File: src/verilog/ex_pkg.sv
package ex_pkg;

  localparam int XLEN       = 32;
  localparam int INST_LEN   = 32;
  localparam int ALUCTR_W   = 5;
  localparam int DIVSEL_W   = 3;
  localparam int DIV_CYCLES = 32;
  localparam int DIV_CNT_W  = $clog2(DIV_CYCLES + 1);

  localparam logic [ALUCTR_W-1:0] ALU_ADD  = 5'd0;
  localparam logic [ALUCTR_W-1:0] ALU_SUB  = 5'd1;
  localparam logic [ALUCTR_W-1:0] ALU_SLL  = 5'd2;
  localparam logic [ALUCTR_W-1:0] ALU_SLT  = 5'd3;
  localparam logic [ALUCTR_W-1:0] ALU_SLTU = 5'd4;
  localparam logic [ALUCTR_W-1:0] ALU_XOR  = 5'd5;
  localparam logic [ALUCTR_W-1:0] ALU_SRL  = 5'd6;
  localparam logic [ALUCTR_W-1:0] ALU_SRA  = 5'd7;
  localparam logic [ALUCTR_W-1:0] ALU_OR   = 5'd8;
  localparam logic [ALUCTR_W-1:0] ALU_AND  = 5'd9;
  localparam logic [ALUCTR_W-1:0] ALU_LUI  = 5'd10;  // Passes operand 2 through.

  localparam logic [6:0] OPC_OP     = 7'b0110011;
  localparam logic [6:0] OPC_OPIMM  = 7'b0010011;
  localparam logic [6:0] OPC_LUI    = 7'b0110111;
  localparam logic [6:0] OPC_AUIPC  = 7'b0010111;
  localparam logic [6:0] OPC_JAL    = 7'b1101111;
  localparam logic [6:0] OPC_JALR   = 7'b1100111;
  localparam logic [6:0] OPC_BRANCH = 7'b1100011;
  localparam logic [6:0] OPC_SYSTEM = 7'b1110011;

  localparam logic       SRC1_RS1  = 1'b0;
  localparam logic       SRC1_PC   = 1'b1;
  localparam logic [1:0] SRC2_RS2  = 2'd0;
  localparam logic [1:0] SRC2_IMM  = 2'd1;
  localparam logic [1:0] SRC2_FOUR = 2'd2;

  localparam logic [INST_LEN-1:0] NOP_INSTR = 32'h0000_0013;  // addi x0, x0, 0

  // Register-register view and immediate view of the same word.
  typedef union packed {
    struct packed {
      logic [6:0] funct7;
      logic [4:0] rs2;
      logic [4:0] rs1;
      logic [2:0] funct3;
      logic [4:0] rd;
      logic [6:0] opcode;
    } r_fmt;
    struct packed {
      logic [11:0] imm12;
      logic [4:0]  rs1;
      logic [2:0]  funct3;
      logic [4:0]  rd;
      logic [6:0]  opcode;
    } i_fmt;
  } rv_instr_u;

endpackage

File: src/verilog/ex_alu.sv
`timescale 1ns/100ps
module ex_alu import ex_pkg::*; (
  input  logic [XLEN-1:0]     pc_i,
  input  logic [XLEN-1:0]     rs1_i,
  input  logic [XLEN-1:0]     rs2_i,
  input  logic [XLEN-1:0]     imm_i,
  input  logic [ALUCTR_W-1:0] aluctr_i,
  input  logic                src1sel_i,
  input  logic [1:0]          src2sel_i,
  output logic [XLEN-1:0]     alu_res_o
);

  logic [XLEN-1:0] op1;
  logic [XLEN-1:0] op2;
  logic [4:0]      shamt;

  assign op1   = (src1sel_i == SRC1_PC) ? pc_i : rs1_i;
  assign shamt = op2[4:0];

  always_comb begin
    case (src2sel_i)
      SRC2_IMM:  op2 = imm_i;
      SRC2_FOUR: op2 = 32'd4;  // Link address for JAL and JALR.
      default:   op2 = rs2_i;
    endcase
  end

  always_comb begin
    case (aluctr_i)
      ALU_ADD:  alu_res_o = op1 + op2;
      ALU_SUB:  alu_res_o = op1 - op2;
      ALU_SLL:  alu_res_o = op1 << shamt;
      ALU_SLT:  alu_res_o = {{(XLEN-1){1'b0}}, $signed(op1) < $signed(op2)};
      ALU_SLTU: alu_res_o = {{(XLEN-1){1'b0}}, op1 < op2};
      ALU_XOR:  alu_res_o = op1 ^ op2;
      ALU_SRL:  alu_res_o = op1 >> shamt;
      ALU_SRA:  alu_res_o = $signed(op1) >>> shamt;
      ALU_OR:   alu_res_o = op1 | op2;
      ALU_AND:  alu_res_o = op1 & op2;
      ALU_LUI:  alu_res_o = op2;
      default:  alu_res_o = '0;
    endcase
  end

endmodule

File: src/verilog/ex_branch.sv
`timescale 1ns/100ps
module ex_branch import ex_pkg::*; (
  input  logic [XLEN-1:0] pc_i,
  input  logic [XLEN-1:0] rs1_i,
  input  logic [XLEN-1:0] rs2_i,
  input  logic [XLEN-1:0] imm_i,
  input  logic [2:0]      funct3_i,
  input  logic            is_jal_i,
  input  logic            is_jalr_i,
  input  logic            is_brc_i,
  output logic            redirect_o,
  output logic [XLEN-1:0] target_o
);

  logic            taken;
  logic [XLEN-1:0] jalr_sum;

  always_comb begin
    case (funct3_i)
      3'b000:  taken = (rs1_i == rs2_i);
      3'b001:  taken = (rs1_i != rs2_i);
      3'b100:  taken = ($signed(rs1_i) < $signed(rs2_i));
      3'b101:  taken = ($signed(rs1_i) >= $signed(rs2_i));
      3'b110:  taken = (rs1_i < rs2_i);
      3'b111:  taken = (rs1_i >= rs2_i);
      default: taken = 1'b0;  // 010 and 011 are not branches.
    endcase
  end

  assign jalr_sum   = rs1_i + imm_i;
  assign redirect_o = is_jal_i | is_jalr_i | (is_brc_i & taken);
  assign target_o   = is_jalr_i ? {jalr_sum[XLEN-1:1], 1'b0} : pc_i + imm_i;

endmodule

File: src/verilog/ex_divider.sv
`timescale 1ns/100ps
module ex_divider import ex_pkg::*; (
  input  logic                clk,
  input  logic                rst_n_i,
  input  logic                start_i,
  input  logic [DIVSEL_W-1:0] div_sel_i,
  input  logic [XLEN-1:0]     dividend_i,
  input  logic [XLEN-1:0]     divisor_i,
  output logic                busy_o,
  output logic                done_o,
  output logic [XLEN-1:0]     quot_rem_o
);

  logic [DIV_CNT_W-1:0] cnt_q;
  logic                 done_q;
  logic                 running;
  logic                 sgn;
  logic [XLEN-1:0]      dvd_abs;
  logic [XLEN-1:0]      dvs_abs;
  logic [XLEN-1:0]      quo_q;
  logic [XLEN-1:0]      rem_q;
  logic [XLEN-1:0]      dvs_q;
  logic                 rem_sel_q;
  logic                 neg_quo_q;
  logic                 neg_rem_q;
  logic [XLEN:0]        rem_shift;
  logic [XLEN:0]        diff;

  assign running = (cnt_q != '0);
  assign busy_o  = start_i | running;  // Start cycle counts as busy.
  assign done_o  = done_q;

  assign sgn     = ~div_sel_i[0];  // funct3 bit 0 marks DIVU and REMU.
  assign dvd_abs = (sgn & dividend_i[XLEN-1]) ? -dividend_i : dividend_i;
  assign dvs_abs = (sgn & divisor_i[XLEN-1]) ? -divisor_i : divisor_i;

  assign rem_shift = {rem_q, quo_q[XLEN-1]};
  assign diff      = rem_shift - {1'b0, dvs_q};

  always_ff @(posedge clk) begin
    if (!rst_n_i) begin
      cnt_q  <= '0;
      done_q <= 1'b0;
    end else begin
      done_q <= (cnt_q == DIV_CNT_W'(1));
      if (start_i) begin
        cnt_q <= DIV_CNT_W'(DIV_CYCLES);
      end else if (running) begin
        cnt_q <= cnt_q - 1'b1;
      end
    end
  end

  // The quotient register also shifts the dividend out, one bit per step.
  always_ff @(posedge clk) begin
    if (start_i) begin
      quo_q     <= dvd_abs;
      rem_q     <= '0;
      dvs_q     <= dvs_abs;
      rem_sel_q <= div_sel_i[1];
      neg_quo_q <= sgn & (dividend_i[XLEN-1] ^ divisor_i[XLEN-1]) & (divisor_i != '0);
      neg_rem_q <= sgn & dividend_i[XLEN-1];
    end else if (running) begin
      if (!diff[XLEN]) begin
        rem_q <= diff[XLEN-1:0];
        quo_q <= {quo_q[XLEN-2:0], 1'b1};
      end else begin
        rem_q <= rem_shift[XLEN-1:0];
        quo_q <= {quo_q[XLEN-2:0], 1'b0};
      end
    end
  end

  // Zero divisor leaves all ones and the dividend; overflow falls out of the sign fix.
  assign quot_rem_o = rem_sel_q ? (neg_rem_q ? -rem_q : rem_q)
                                : (neg_quo_q ? -quo_q : quo_q);

  a_no_start_busy: assert property (@(posedge clk) disable iff (!rst_n_i)
    start_i |-> !running);
  a_done_single: assert property (@(posedge clk) disable iff (!rst_n_i)
    done_o |=> !done_o);

endmodule

File: src/verilog/ex_slice_top.sv
`timescale 1ns/100ps
module ex_slice_top import ex_pkg::*; (
  input  logic            clk,
  input  logic            rst_n_i,
  input  logic            valid_i,
  input  rv_instr_u       instr_i,
  input  logic [XLEN-1:0] pc_i,
  input  logic [XLEN-1:0] rs1_data_i,
  input  logic [XLEN-1:0] rs2_data_i,
  input  logic            stall_n_i,
  input  logic            flush_i,
  output logic            ready_o,
  output logic            result_valid_o,
  output logic [XLEN-1:0] result_o,
  output logic [4:0]      rd_o,
  output logic            wb_en_o,
  output logic            redirect_o,
  output logic [XLEN-1:0] target_o,
  output logic            trap_o
);

  logic [XLEN-1:0]     id_imm;
  logic [ALUCTR_W-1:0] id_aluctr;
  logic                id_src1sel;
  logic [1:0]          id_src2sel;
  logic                id_is_jal;
  logic                id_is_jalr;
  logic                id_is_brc;
  logic                id_wben;
  logic                id_div_en;
  logic [DIVSEL_W-1:0] id_div_sel;
  logic                id_trap;

  logic [XLEN-1:0]     ex_pc;
  rv_instr_u           ex_instr;
  logic [XLEN-1:0]     ex_imm;
  logic [XLEN-1:0]     ex_rs1;
  logic [XLEN-1:0]     ex_rs2;
  logic [ALUCTR_W-1:0] ex_aluctr;
  logic                ex_src1sel;
  logic [1:0]          ex_src2sel;
  logic                ex_is_jal;
  logic                ex_is_jalr;
  logic                ex_is_brc;
  logic                ex_wben;
  logic                ex_div_en;
  logic [DIVSEL_W-1:0] ex_div_sel;
  logic                ex_trap;
  logic                ex_new;

  logic [XLEN-1:0]     alu_res;
  logic                br_redirect;
  logic                div_busy;
  logic                div_done;
  logic [XLEN-1:0]     div_res;

  id_decode u_decode (
    .instr_i   (instr_i),
    .valid_i   (valid_i),
    .imm_o     (id_imm),
    .aluctr_o  (id_aluctr),
    .src1sel_o (id_src1sel),
    .src2sel_o (id_src2sel),
    .is_jal_o  (id_is_jal),
    .is_jalr_o (id_is_jalr),
    .is_brc_o  (id_is_brc),
    .wben_o    (id_wben),
    .div_en_o  (id_div_en),
    .div_sel_o (id_div_sel),
    .trap_o    (id_trap)
  );

  // A bubble enters EX the same way a flushed slot does.
  id_ex_reg u_id_ex (
    .clk       (clk),
    .rst_n_i   (rst_n_i),
    .stall_n_i (stall_n_i),
    .flush_i   (flush_i | ~valid_i),
    .hold_i    (div_busy),
    .pc_i      (pc_i),
    .instr_i   (instr_i),
    .imm_i     (id_imm),
    .rs1_i     (rs1_data_i),
    .rs2_i     (rs2_data_i),
    .aluctr_i  (id_aluctr),
    .src1sel_i (id_src1sel),
    .src2sel_i (id_src2sel),
    .is_jal_i  (id_is_jal),
    .is_jalr_i (id_is_jalr),
    .is_brc_i  (id_is_brc),
    .wben_i    (id_wben),
    .div_en_i  (id_div_en),
    .div_sel_i (id_div_sel),
    .trap_i    (id_trap),
    .pc_o      (ex_pc),
    .instr_o   (ex_instr),
    .imm_o     (ex_imm),
    .rs1_o     (ex_rs1),
    .rs2_o     (ex_rs2),
    .aluctr_o  (ex_aluctr),
    .src1sel_o (ex_src1sel),
    .src2sel_o (ex_src2sel),
    .is_jal_o  (ex_is_jal),
    .is_jalr_o (ex_is_jalr),
    .is_brc_o  (ex_is_brc),
    .wben_o    (ex_wben),
    .div_en_o  (ex_div_en),
    .div_sel_o (ex_div_sel),
    .trap_o    (ex_trap),
    .ex_new_o  (ex_new)
  );

  ex_alu u_alu (
    .pc_i      (ex_pc),
    .rs1_i     (ex_rs1),
    .rs2_i     (ex_rs2),
    .imm_i     (ex_imm),
    .aluctr_i  (ex_aluctr),
    .src1sel_i (ex_src1sel),
    .src2sel_i (ex_src2sel),
    .alu_res_o (alu_res)
  );

  ex_branch u_branch (
    .pc_i       (ex_pc),
    .rs1_i      (ex_rs1),
    .rs2_i      (ex_rs2),
    .imm_i      (ex_imm),
    .funct3_i   (ex_instr.r_fmt.funct3),
    .is_jal_i   (ex_is_jal),
    .is_jalr_i  (ex_is_jalr),
    .is_brc_i   (ex_is_brc),
    .redirect_o (br_redirect),
    .target_o   (target_o)
  );

  ex_divider u_divider (
    .clk        (clk),
    .rst_n_i    (rst_n_i),
    .start_i    (ex_new & ex_div_en),
    .div_sel_i  (ex_div_sel),
    .dividend_i (ex_rs1),
    .divisor_i  (ex_rs2),
    .busy_o     (div_busy),
    .done_o     (div_done),
    .quot_rem_o (div_res)
  );

  assign ready_o        = ~div_busy;
  assign result_valid_o = (ex_new & ~ex_div_en) | div_done;
  assign result_o       = ex_div_en ? div_res : alu_res;
  assign rd_o           = ex_instr.r_fmt.rd;
  assign wb_en_o        = result_valid_o & ex_wben;
  assign redirect_o     = ex_new & br_redirect;
  assign trap_o         = ex_new & ex_trap;

endmodule

File: src/verilog/id_decode.sv
`timescale 1ns/100ps
module id_decode import ex_pkg::*; (
  input  rv_instr_u            instr_i,
  input  logic                 valid_i,
  output logic [XLEN-1:0]      imm_o,
  output logic [ALUCTR_W-1:0]  aluctr_o,
  output logic                 src1sel_o,
  output logic [1:0]           src2sel_o,
  output logic                 is_jal_o,
  output logic                 is_jalr_o,
  output logic                 is_brc_o,
  output logic                 wben_o,
  output logic                 div_en_o,
  output logic [DIVSEL_W-1:0]  div_sel_o,
  output logic                 trap_o
);

  logic [6:0]          opcode;
  logic [2:0]          funct3;
  logic [6:0]          funct7;
  logic [XLEN-1:0]     imm_i_type;
  logic [XLEN-1:0]     imm_b_type;
  logic [XLEN-1:0]     imm_j_type;
  logic [XLEN-1:0]     imm_u_type;
  logic [ALUCTR_W-1:0] alu_f3;
  logic                writes_rd;

  assign opcode    = instr_i.r_fmt.opcode;
  assign funct3    = instr_i.r_fmt.funct3;
  assign funct7    = instr_i.r_fmt.funct7;
  assign div_sel_o = funct3;

  assign imm_i_type = {{20{instr_i.i_fmt.imm12[11]}}, instr_i.i_fmt.imm12};
  assign imm_b_type = {{20{instr_i[31]}}, instr_i[7], instr_i[30:25], instr_i[11:8], 1'b0};
  assign imm_j_type = {{12{instr_i[31]}}, instr_i[19:12], instr_i[20], instr_i[30:21], 1'b0};
  assign imm_u_type = {instr_i[31:12], 12'b0};

  always_comb begin
    case (funct3)
      3'b000:  alu_f3 = (opcode == OPC_OP && funct7[5]) ? ALU_SUB : ALU_ADD;
      3'b001:  alu_f3 = ALU_SLL;
      3'b010:  alu_f3 = ALU_SLT;
      3'b011:  alu_f3 = ALU_SLTU;
      3'b100:  alu_f3 = ALU_XOR;
      3'b101:  alu_f3 = funct7[5] ? ALU_SRA : ALU_SRL;  // imm[10] for SRAI.
      3'b110:  alu_f3 = ALU_OR;
      default: alu_f3 = ALU_AND;
    endcase
  end

  always_comb begin
    imm_o     = imm_i_type;
    aluctr_o  = alu_f3;
    src1sel_o = SRC1_RS1;
    src2sel_o = SRC2_RS2;
    is_jal_o  = 1'b0;
    is_jalr_o = 1'b0;
    is_brc_o  = 1'b0;
    div_en_o  = 1'b0;
    trap_o    = 1'b0;
    writes_rd = 1'b0;
    case (opcode)
      OPC_OP: begin
        writes_rd = 1'b1;
        if (funct7 == 7'b0000001) begin
          div_en_o = funct3[2];
          trap_o   = ~funct3[2];  // Multiply is not built.
        end
      end
      OPC_OPIMM: begin
        writes_rd = 1'b1;
        src2sel_o = SRC2_IMM;
      end
      OPC_LUI: begin
        writes_rd = 1'b1;
        aluctr_o  = ALU_LUI;
        src2sel_o = SRC2_IMM;
        imm_o     = imm_u_type;
      end
      OPC_AUIPC: begin
        writes_rd = 1'b1;
        aluctr_o  = ALU_ADD;
        src1sel_o = SRC1_PC;
        src2sel_o = SRC2_IMM;
        imm_o     = imm_u_type;
      end
      OPC_JAL: begin
        writes_rd = 1'b1;
        is_jal_o  = 1'b1;
        aluctr_o  = ALU_ADD;
        src1sel_o = SRC1_PC;
        src2sel_o = SRC2_FOUR;
        imm_o     = imm_j_type;
      end
      OPC_JALR: begin
        writes_rd = 1'b1;
        is_jalr_o = 1'b1;
        aluctr_o  = ALU_ADD;
        src1sel_o = SRC1_PC;
        src2sel_o = SRC2_FOUR;
      end
      OPC_BRANCH: begin
        is_brc_o = 1'b1;
        imm_o    = imm_b_type;
      end
      OPC_SYSTEM: trap_o = 1'b1;  // ECALL and every other SYSTEM word trap.
      default:    trap_o = 1'b1;
    endcase

    wben_o = writes_rd & ~trap_o & (instr_i.r_fmt.rd != 5'd0);

    if (!valid_i) begin
      is_jal_o  = 1'b0;
      is_jalr_o = 1'b0;
      is_brc_o  = 1'b0;
      wben_o    = 1'b0;
      div_en_o  = 1'b0;
      trap_o    = 1'b0;
    end
  end

endmodule

File: src/verilog/id_ex_reg.sv
`timescale 1ns/100ps
module id_ex_reg import ex_pkg::*; (
  input  logic                clk,
  input  logic                rst_n_i,
  input  logic                stall_n_i,
  input  logic                flush_i,
  input  logic                hold_i,
  input  logic [XLEN-1:0]     pc_i,
  input  rv_instr_u           instr_i,
  input  logic [XLEN-1:0]     imm_i,
  input  logic [XLEN-1:0]     rs1_i,
  input  logic [XLEN-1:0]     rs2_i,
  input  logic [ALUCTR_W-1:0] aluctr_i,
  input  logic                src1sel_i,
  input  logic [1:0]          src2sel_i,
  input  logic                is_jal_i,
  input  logic                is_jalr_i,
  input  logic                is_brc_i,
  input  logic                wben_i,
  input  logic                div_en_i,
  input  logic [DIVSEL_W-1:0] div_sel_i,
  input  logic                trap_i,
  output logic [XLEN-1:0]     pc_o,
  output rv_instr_u           instr_o,
  output logic [XLEN-1:0]     imm_o,
  output logic [XLEN-1:0]     rs1_o,
  output logic [XLEN-1:0]     rs2_o,
  output logic [ALUCTR_W-1:0] aluctr_o,
  output logic                src1sel_o,
  output logic [1:0]          src2sel_o,
  output logic                is_jal_o,
  output logic                is_jalr_o,
  output logic                is_brc_o,
  output logic                wben_o,
  output logic                div_en_o,
  output logic [DIVSEL_W-1:0] div_sel_o,
  output logic                trap_o,
  output logic                ex_new_o
);

  logic en;

  assign en = stall_n_i & ~hold_i;

  always_ff @(posedge clk) begin
    if (!rst_n_i) begin
      pc_o      <= '0;
      instr_o   <= rv_instr_u'(NOP_INSTR);
      is_jal_o  <= 1'b0;
      is_jalr_o <= 1'b0;
      is_brc_o  <= 1'b0;
      wben_o    <= 1'b0;
      div_en_o  <= 1'b0;
      trap_o    <= 1'b0;
      ex_new_o  <= 1'b0;
    end else begin
      ex_new_o <= en & ~flush_i;  // A stalled slot never looks new twice.
      if (en) begin
        pc_o      <= flush_i ? '0 : pc_i;
        instr_o   <= flush_i ? rv_instr_u'(NOP_INSTR) : instr_i;
        is_jal_o  <= ~flush_i & is_jal_i;
        is_jalr_o <= ~flush_i & is_jalr_i;
        is_brc_o  <= ~flush_i & is_brc_i;
        wben_o    <= ~flush_i & wben_i;
        div_en_o  <= ~flush_i & div_en_i;
        trap_o    <= ~flush_i & trap_i;
        imm_o     <= imm_i;  // Data fields go through on flush.
        rs1_o     <= rs1_i;
        rs2_o     <= rs2_i;
        aluctr_o  <= aluctr_i;
        src1sel_o <= src1sel_i;
        src2sel_o <= src2sel_i;
        div_sel_o <= div_sel_i;
      end
    end
  end

  a_no_redirect_and_trap: assert property (@(posedge clk) disable iff (!rst_n_i)
    !((is_jal_o | is_jalr_o | is_brc_o) & trap_o));

endmodule
File: config.mk
export PLATFORM = sky130hd
export DESIGN_NAME = ex_slice_top
export DESIGN_NICKNAME = d
export VERILOG_FILES = /design/src/verilog/ex_pkg.sv /design/src/verilog/ex_alu.sv /design/src/verilog/ex_branch.sv /design/src/verilog/ex_divider.sv /design/src/verilog/ex_slice_top.sv /design/src/verilog/id_decode.sv /design/src/verilog/id_ex_reg.sv
export SDC_FILE = /design/constraint.sdc
export NUM_CORES = 1
export LEC_CHECK = 0
export BUFFER_PORTS_ARGS = -buffer_cell sky130_fd_sc_hd__buf_2
export CAP_MARGIN = 20
export CORE_ASPECT_RATIO = 1.25
export CORE_MARGIN = 2
export CORE_UTILIZATION = 40
export DETAILED_ROUTE_END_ITERATION = 10
export PLACE_DENSITY = 0.54
export SETUP_SLACK_MARGIN = 0.5
export SYNTH_ARGS = -nofsm -noshare
export SYNTH_HDL_FRONTEND = slang
export SYNTH_SLANG_ARGS = --single-unit
File: constraint.sdc
create_clock -name clk -period 14.45 [get_ports clk]
set_input_delay 0 -clock clk [delete_from_list [all_inputs] [get_ports clk]]
set_output_delay 0 -clock clk [all_outputs]
set_load 0.02 [all_outputs]
==> results of run 1 <==
[through the flow]
step | utilization [%] | cell area (µm²) | hold WS [ns]
finish | 46.3 | 32000 | 0.0692
floorplan | - | 27800 | 0.0989
CTS | 46.3 | 32000 | 0.0371
detailed placement | 43.0 | 29700 | 0.178
global placement | 43.0 | 29700 | 0.178
global route | 46.3 | 32000 | 0.106
[worst min-delay path: stages]
cell	delay [ns]
buf_2	0.11
nand3_1	0.10
or2_2	0.17
nor2_1	0.05
a22oi_1	0.14
nor2_1	0.06
[area by class of cell]
type	instances	area (µm²)	share of cell area, %
well taps	935	1170	3.66
clock buffers	32	737	2.30
flip-flops and latches	258	6890	21.5
clock inverters	20	174	0.544
diodes	1	2.50	0.00782
multi-input cells	2826	19400	60.5
repair buffers	409	2910	9.09
inverters	203	762	2.38
[path summary, 6_finish.rpt]
| kind | cells after the start | to |
|---|---|---|
| max | 16 | result_o[27] |
| min | 6 | u_id_ex.is_jalr_o |
| max reg2reg | 13 | u_divider.rem_q[1] |
| min reg2reg | 0 | u_divider.rem_sel_q |
[power groups by stage]
stage | clock network [µW] | logic [µW] | registers, µW
after global placement | 0 | 2760 | 1300
after detailed placement | 0 | 2760 | 1300
final | 735 | 2880 | 1300
after CTS | 747 | 2800 | 1280
after floorplan | 0 | 1960 | 1160
after global routing | 770 | 3100 | 1310
[layout by cell type (no fill, tap or decap), types with 29 or more instances in the layout]
| cell type | n |
|---|---|
| a211oi_1 | 38 |
| a21o_1 | 101 |
| a21oi_1 | 266 |
| a221oi_1 | 34 |
| a22oi_1 | 73 |
| a31oi_1 | 40 |
| buf_2 | 206 |
| buf_4 | 66 |
| clkbuf_16 | 29 |
| dfxtp_1 | 85 |
| dlygate4sd3_1 | 136 |
| edfxtp_1 | 172 |
| ha_1 | 236 |
| inv_1 | 193 |
| mux2_2 | 34 |
| mux2i_1 | 103 |
| nand2_1 | 245 |
| nand2b_1 | 45 |
| nand3_1 | 101 |
| nand4_1 | 30 |
| nor2_1 | 288 |
| nor2b_1 | 32 |
| nor3_1 | 60 |
| nor4_1 | 29 |
| o211ai_1 | 62 |
| o21ai_0 | 310 |
| o21bai_1 | 31 |
| o22ai_1 | 37 |
| o31ai_1 | 35 |
| xnor2_1 | 142 |
| xor2_1 | 67 |
[cell families after synthesis]
group / after synthesis / share of synthesized area (%)
compound gates: 1269 / 29.8
simple gates: 967 / 16.6
buf+inv: 415 / 5.88
flops: 258 / 24.8
fa+ha+maj: 241 / 11.0
xor+xnor: 209 / 6.58
mux: 140 / 5.33
[state kept, by name, indices dropped and copies added, names as in the netlist, 2 cells and up]
signal	flops
u_divider.quo_q	32
u_id_ex.aluctr_o	4
u_id_ex.div_sel_o	2
u_id_ex.pc_o	32
u_id_ex.rs2_o	32
u_divider.rem_q	32
u_divider.cnt_q	6
u_id_ex.imm_o	32
u_id_ex.rs1_o	32
u_id_ex.instr_o	8
u_divider.dvs_q	32
u_id_ex.src2sel_o	2
[routing by layer]
| metal | up-vias | track usage [%] | wire, µm |
|---|---|---|---|
| met5 | - | 0 | 0 |
| met4 | 0 | 19.8 | 8700 |
| met3 | 292 | 4.79 | 9550 |
| met2 | 1420 | 55.8 | 57700 |
| met1 | 14200 | 46.5 | 54200 |
| li1 | 13500 | - | - |
==> impl_metrics.env, run 1 <==
export IMPL_status="completed"
export IMPL_grt_overflow_total=0
export IMPL_antenna_found_initial=1
export IMPL_die_h_um=299
export IMPL_critical_path_max_stage_delay_ns=0.76
export IMPL_slew_headroom_pct=20.9
export IMPL_clkTransAtPathRegs_ns=0.06
export IMPL_rsz0062_at_grt="false"
export IMPL_crit_type="reg -> out"
export IMPL_cts_sinks=258
export IMPL_grt_pass1_vias=28000
export IMPL_timing_final_crit_period_ns=6.49
export IMPL_synth_edf_count=172
export IMPL_synthTopCellsByCount="o21ai_0, nor2_1, a21oi_1, nand2_1, ha_1"
export IMPL_post_cts_setup_buffer_count=0
export IMPL_power_frac_comb_pct=58.6
export IMPL_clock_root_buffer="clkbuf_16"
export IMPL_peakVddDrop_mv=0.183
export IMPL_grt_max_degree=74
export IMPL_dr_pass1_iters=8
export IMPL_place_inst=4494
export IMPL_worstPathArrival_ns=6.49
export IMPL_final_nets=4101
export IMPL_synth_seq_cells=258
export IMPL_wl_per_cell_um=27.8
export IMPL_first_iter_violations=3154
export IMPL_start_util_pct=40.3
export IMPL_crit_start="u_id_ex.src2sel_o[1]"
export IMPL_die_width_um=240
export IMPL_die_area_um2=71600
export IMPL_place_congestion=1.03
export IMPL_cts_buffers=29
export IMPL_vias=29400
export IMPL_finalWorstSetupSlack_ns=7.96
export IMPL_slew_viol_final=0
export IMPL_ctsHoldBuffers=136
export IMPL_synth_most_common_cell="o21ai_0"
export IMPL_postSynthNetCount=3873
export IMPL_grt_usage_pct=35.4
export IMPL_synthTopCellsByArea="edfxtp_1, ha_1, dfxtp_1"
export IMPL_place_hpwl_mm=102
export IMPL_cts_resized=0
export IMPL_clk_latency_ns=0.62
export IMPL_ys_seq_area_share_pct=24.8
export IMPL_synth_avg_cell_area_um2=7.95
export IMPL_finalCritPeriodShare_pct=44.9
export IMPL_end_kind="output pin"
export IMPL_synthDistinctLibCells=97
export IMPL_yosysTopAreaCell="edfxtp_1"
export IMPL_grt_pass1_wl_mm=188
export IMPL_cap_violations=0
export IMPL_tns_ns=0
export IMPL_final_hold_violation_count=0
export IMPL_leakage_uw=0.0134
export IMPL_area_growth_pct=15.1
export IMPL_p_total_uw=4910
export IMPL_fmax_mhz=154
export IMPL_setup_viol=0
export IMPL_r2r_start="u_divider.quo_q[31]"
export IMPL_final_cells=4684
export IMPL_cp_required_ns=14.45
export IMPL_power_frac_seq_pct=26.4
export IMPL_routed_via_density=6.27
export IMPL_net_switching_power_uw=2460
export IMPL_final_setup_skew_ns=0.0275
export IMPL_pwr_share_clk_pct=15.0
export IMPL_p_sw_share_pct=50.1
export IMPL_synth_async_reset_ratio_pct=0
export IMPL_crit_family="compound AO/OA/AOI/OAI gates"
export IMPL_r2r_setup_slack_ns=10.11
export IMPL_cp_cell_sequence="ha_1, buf_4, nor2b_2, buf_4, a22oi_1, inv_1, ha_1, a21o_1, a2111oi_0, o21ai_0, a2111oi_0, nor3_1, a221o_1, a221oi_1, o22ai_1, buf_2"
export IMPL_rows=108
export IMPL_port_buffers=206
export IMPL_critPathMaxFanout=39
export IMPL_min_from="instr_i[1]"
export IMPL_path_buf_inv=4
export IMPL_power_density_nw_per_um2=154
export IMPL_p_int_uw=2450
export IMPL_ant_nets=0
export IMPL_fillers=7056
export IMPL_worst_hold_path_type="in -> reg"
export IMPL_drive_gt1_share_pct=10.9
export IMPL_cts_max_level=1
export IMPL_place_ws_ns=8.79
export IMPL_syn_inst=3499
export IMPL_core_area_um2=69100
export IMPL_cts_tree="built"
export IMPL_cp_slowest_cell="a2111oi_0"
export IMPL_synth_top_area_share_pct=18.6
export IMPL_drc=0
export IMPL_syn_area_um2=27800
export IMPL_synth_main_ff_cell="edfxtp_1"
export IMPL_worst_pin_slew_ns=1.18
export IMPL_cts_buffer_depth=3
export IMPL_start_kind="flip-flop"
export IMPL_yosys_warnings=0
export IMPL_totalWireLength_mm=130
export IMPL_io_pins=207
Note: power is estimated with default switching activity, not from simulation.
==> run 2, diff against run 1 <==
Settings changed: PLACE_DENSITY 0.54 to 0.56.
Clock period 14.45 ns to 5.8 ns, I/O delays scaled along.
==> run 2 against run 1 <==
Effect of this change: total power grew to 2.6 times the previous value; clock power grew to 2.8 times the previous value; global-route usage is 0.36 points higher; count of clock-buffer cells in the layout is 2 higher; critical path depth is 1 lower; routed wire length is 0.66% higher; non-clock buffer count is 32 higher; clock skew is 0.0038 ns lower; via count is 0.79% higher; highest routed layer is now met5.
==> impl_metrics.env, run 2 (synthesis gave the netlist of run 1 again) <==
export IMPL_status="completed"
export IMPL_vias=29600
export IMPL_layout_commonest_cell="o21ai_0"
export IMPL_worstPathArrival_ns=5.15
export IMPL_fin_util_pct=47.2
export IMPL_cap_violations=0
export IMPL_antenna_found_initial=3
export IMPL_fin_area_um2=32600
export IMPL_grt_overflow_total=0
export IMPL_end_kind="output pin"
export IMPL_power_density_nw_per_um2=388
export IMPL_crit_family="compound AO/OA/AOI/OAI gates"
export IMPL_die_width_um=240
export IMPL_place_hpwl_mm=103
export IMPL_cts_tree="built"
export IMPL_place_congestion=1.07
export IMPL_timing_final_crit_period_ns=5.15
export IMPL_core_area_um2=69100
export IMPL_final_cells=4719
export IMPL_routed_via_density=6.27
export IMPL_slew_headroom_pct=32.3
export IMPL_drc=0
export IMPL_final_nets=4133
export IMPL_first_iter_violations=3310
export IMPL_critical_path_max_stage_delay_ns=0.52
export IMPL_final_setup_skew_ns=0.0237
export IMPL_place_inst=4523
export IMPL_dr_pass1_iters=5
export IMPL_min_from="stall_n_i"
export IMPL_cp_slowest_cell="o21ai_0"
export IMPL_drive_gt1_share_pct=13.0
export IMPL_peakVddDrop_mv=0.320
export IMPL_die_h_um=299
export IMPL_die_area_um2=71600
export IMPL_leakage_uw=0.0137
export IMPL_layout_common_cells="o21ai_0, nor2_1, a21oi_1"
export IMPL_clock_root_buffer="clkbuf_16"
export IMPL_cts_max_level=1
export IMPL_start_kind="flip-flop"
export IMPL_worst_hold_path_type="in -> reg"
export IMPL_wl_per_cell_um=27.8
export IMPL_holdWs_ns=0.0213
export IMPL_area_growth_pct=17.3
export IMPL_cts_buffers=29
export IMPL_crit_type="reg -> out"
export IMPL_clk_latency_ns=0.60
export IMPL_ant_nets=0
export IMPL_grt_max_degree=77
export IMPL_clkTransAtPathRegs_ns=0.06
export IMPL_final_hold_violation_count=0
export IMPL_finalCritPeriodShare_pct=88.8
export IMPL_crit_start="u_id_ex.src2sel_o[1]"
export IMPL_fmax_mhz=194
export IMPL_worst_pin_slew_ns=1.02
export IMPL_setup_viol=0
export IMPL_rows=108
export IMPL_critPathMaxFanout=21
export IMPL_cts_sinks=258
export IMPL_cp_cell_sequence="ha_2, buf_8, o21a_2, inv_1, fa_1, nor2b_1, o31a_1, nor4_1, o31a_1, o41a_1, o21ai_0, o21ai_0, a221oi_1, o22ai_1, buf_2"
export IMPL_cp_required_ns=5.80
export IMPL_grt_pass1_wl_mm=190
export IMPL_rsz0062_at_grt="true"
export IMPL_grt_pass1_vias=27900
export IMPL_cts_buffer_depth=3
export IMPL_slew_viol_final=0
export IMPL_grt_usage_pct=35.7
export IMPL_place_area_um2=29900
export IMPL_port_buffers=206
export IMPL_start_util_pct=40.3
export IMPL_totalWireLength_mm=131
export IMPL_path_buf_inv=3
export IMPL_tns_ns=0
export IMPL_r2r_start="u_divider.quo_q[31]"
export IMPL_io_pins=207
-- run 2: path summary, 6_finish.rpt --
path                         endpoint  slack (ns)  depth (start not counted)
hold / removal      u_id_ex.imm_o[21]        0.02                          4
setup / recovery         result_o[26]        0.65                         15
hold reg to reg   u_divider.rem_sel_q        0.44                          0
setup reg to reg   u_divider.rem_q[4]        1.45                         13
-- run 2: stage by stage --
stage	power (µW)	setup slack [ns]
detailed placement	10200	0.793
finish	12700	0.647
global placement	10200	0.858
floorplan	7770	1.07
global route	13300	0.399
CTS	12400	0.387
-- run 2: repair_timing --
item,in CTS,in global routing
buffers inserted,4,2
pin swaps,1,6
resized for setup,13,43
hold buffers,132,0
hold endpoints to repair,154,0
endpoints found under the setup margin,15,23
-- run 2: report_power, final --
part / switching [µW] / internal (µW) / total (µW) / leakage [µW]
Sequential: 759 / 2490 / 3250 / 0.00230
Clock: 841 / 1210 / 2050 / 0.000507
Combinational: 4630 / 2730 / 7360 / 0.0109
Total: 6230 / 6430 / 12700 / 0.0137
-- run 2: layout make-up --
cell class / instances / area (µm²)
clock buffer: 34 / 754
timing repair buffer: 441 / 3190
tap: 935 / 1170
multi-input combinational: 2826 / 19600
antenna: 2 / 5.00
fill: 6903 / 36400
inverter: 203 / 762
clock inverter: 20 / 282
sequential: 258 / 6890
-- run 2: layer usage --
layer  vias to the layer above  GRT usage [%]  share of wire [%]
li1                      13600              -                  -
met1                     14200           46.2                 40
met2                      1520           55.4                 43
met3                       336           6.08                8.4
met4                         4           22.2                7.7
met5                         -              0              0.019
-- run 2: worst min-delay path: cells and delay by family --
kind                   cells  cell delay (ns)
and+or+nand+nor            2             0.14
buffers and inverters      2             0.28
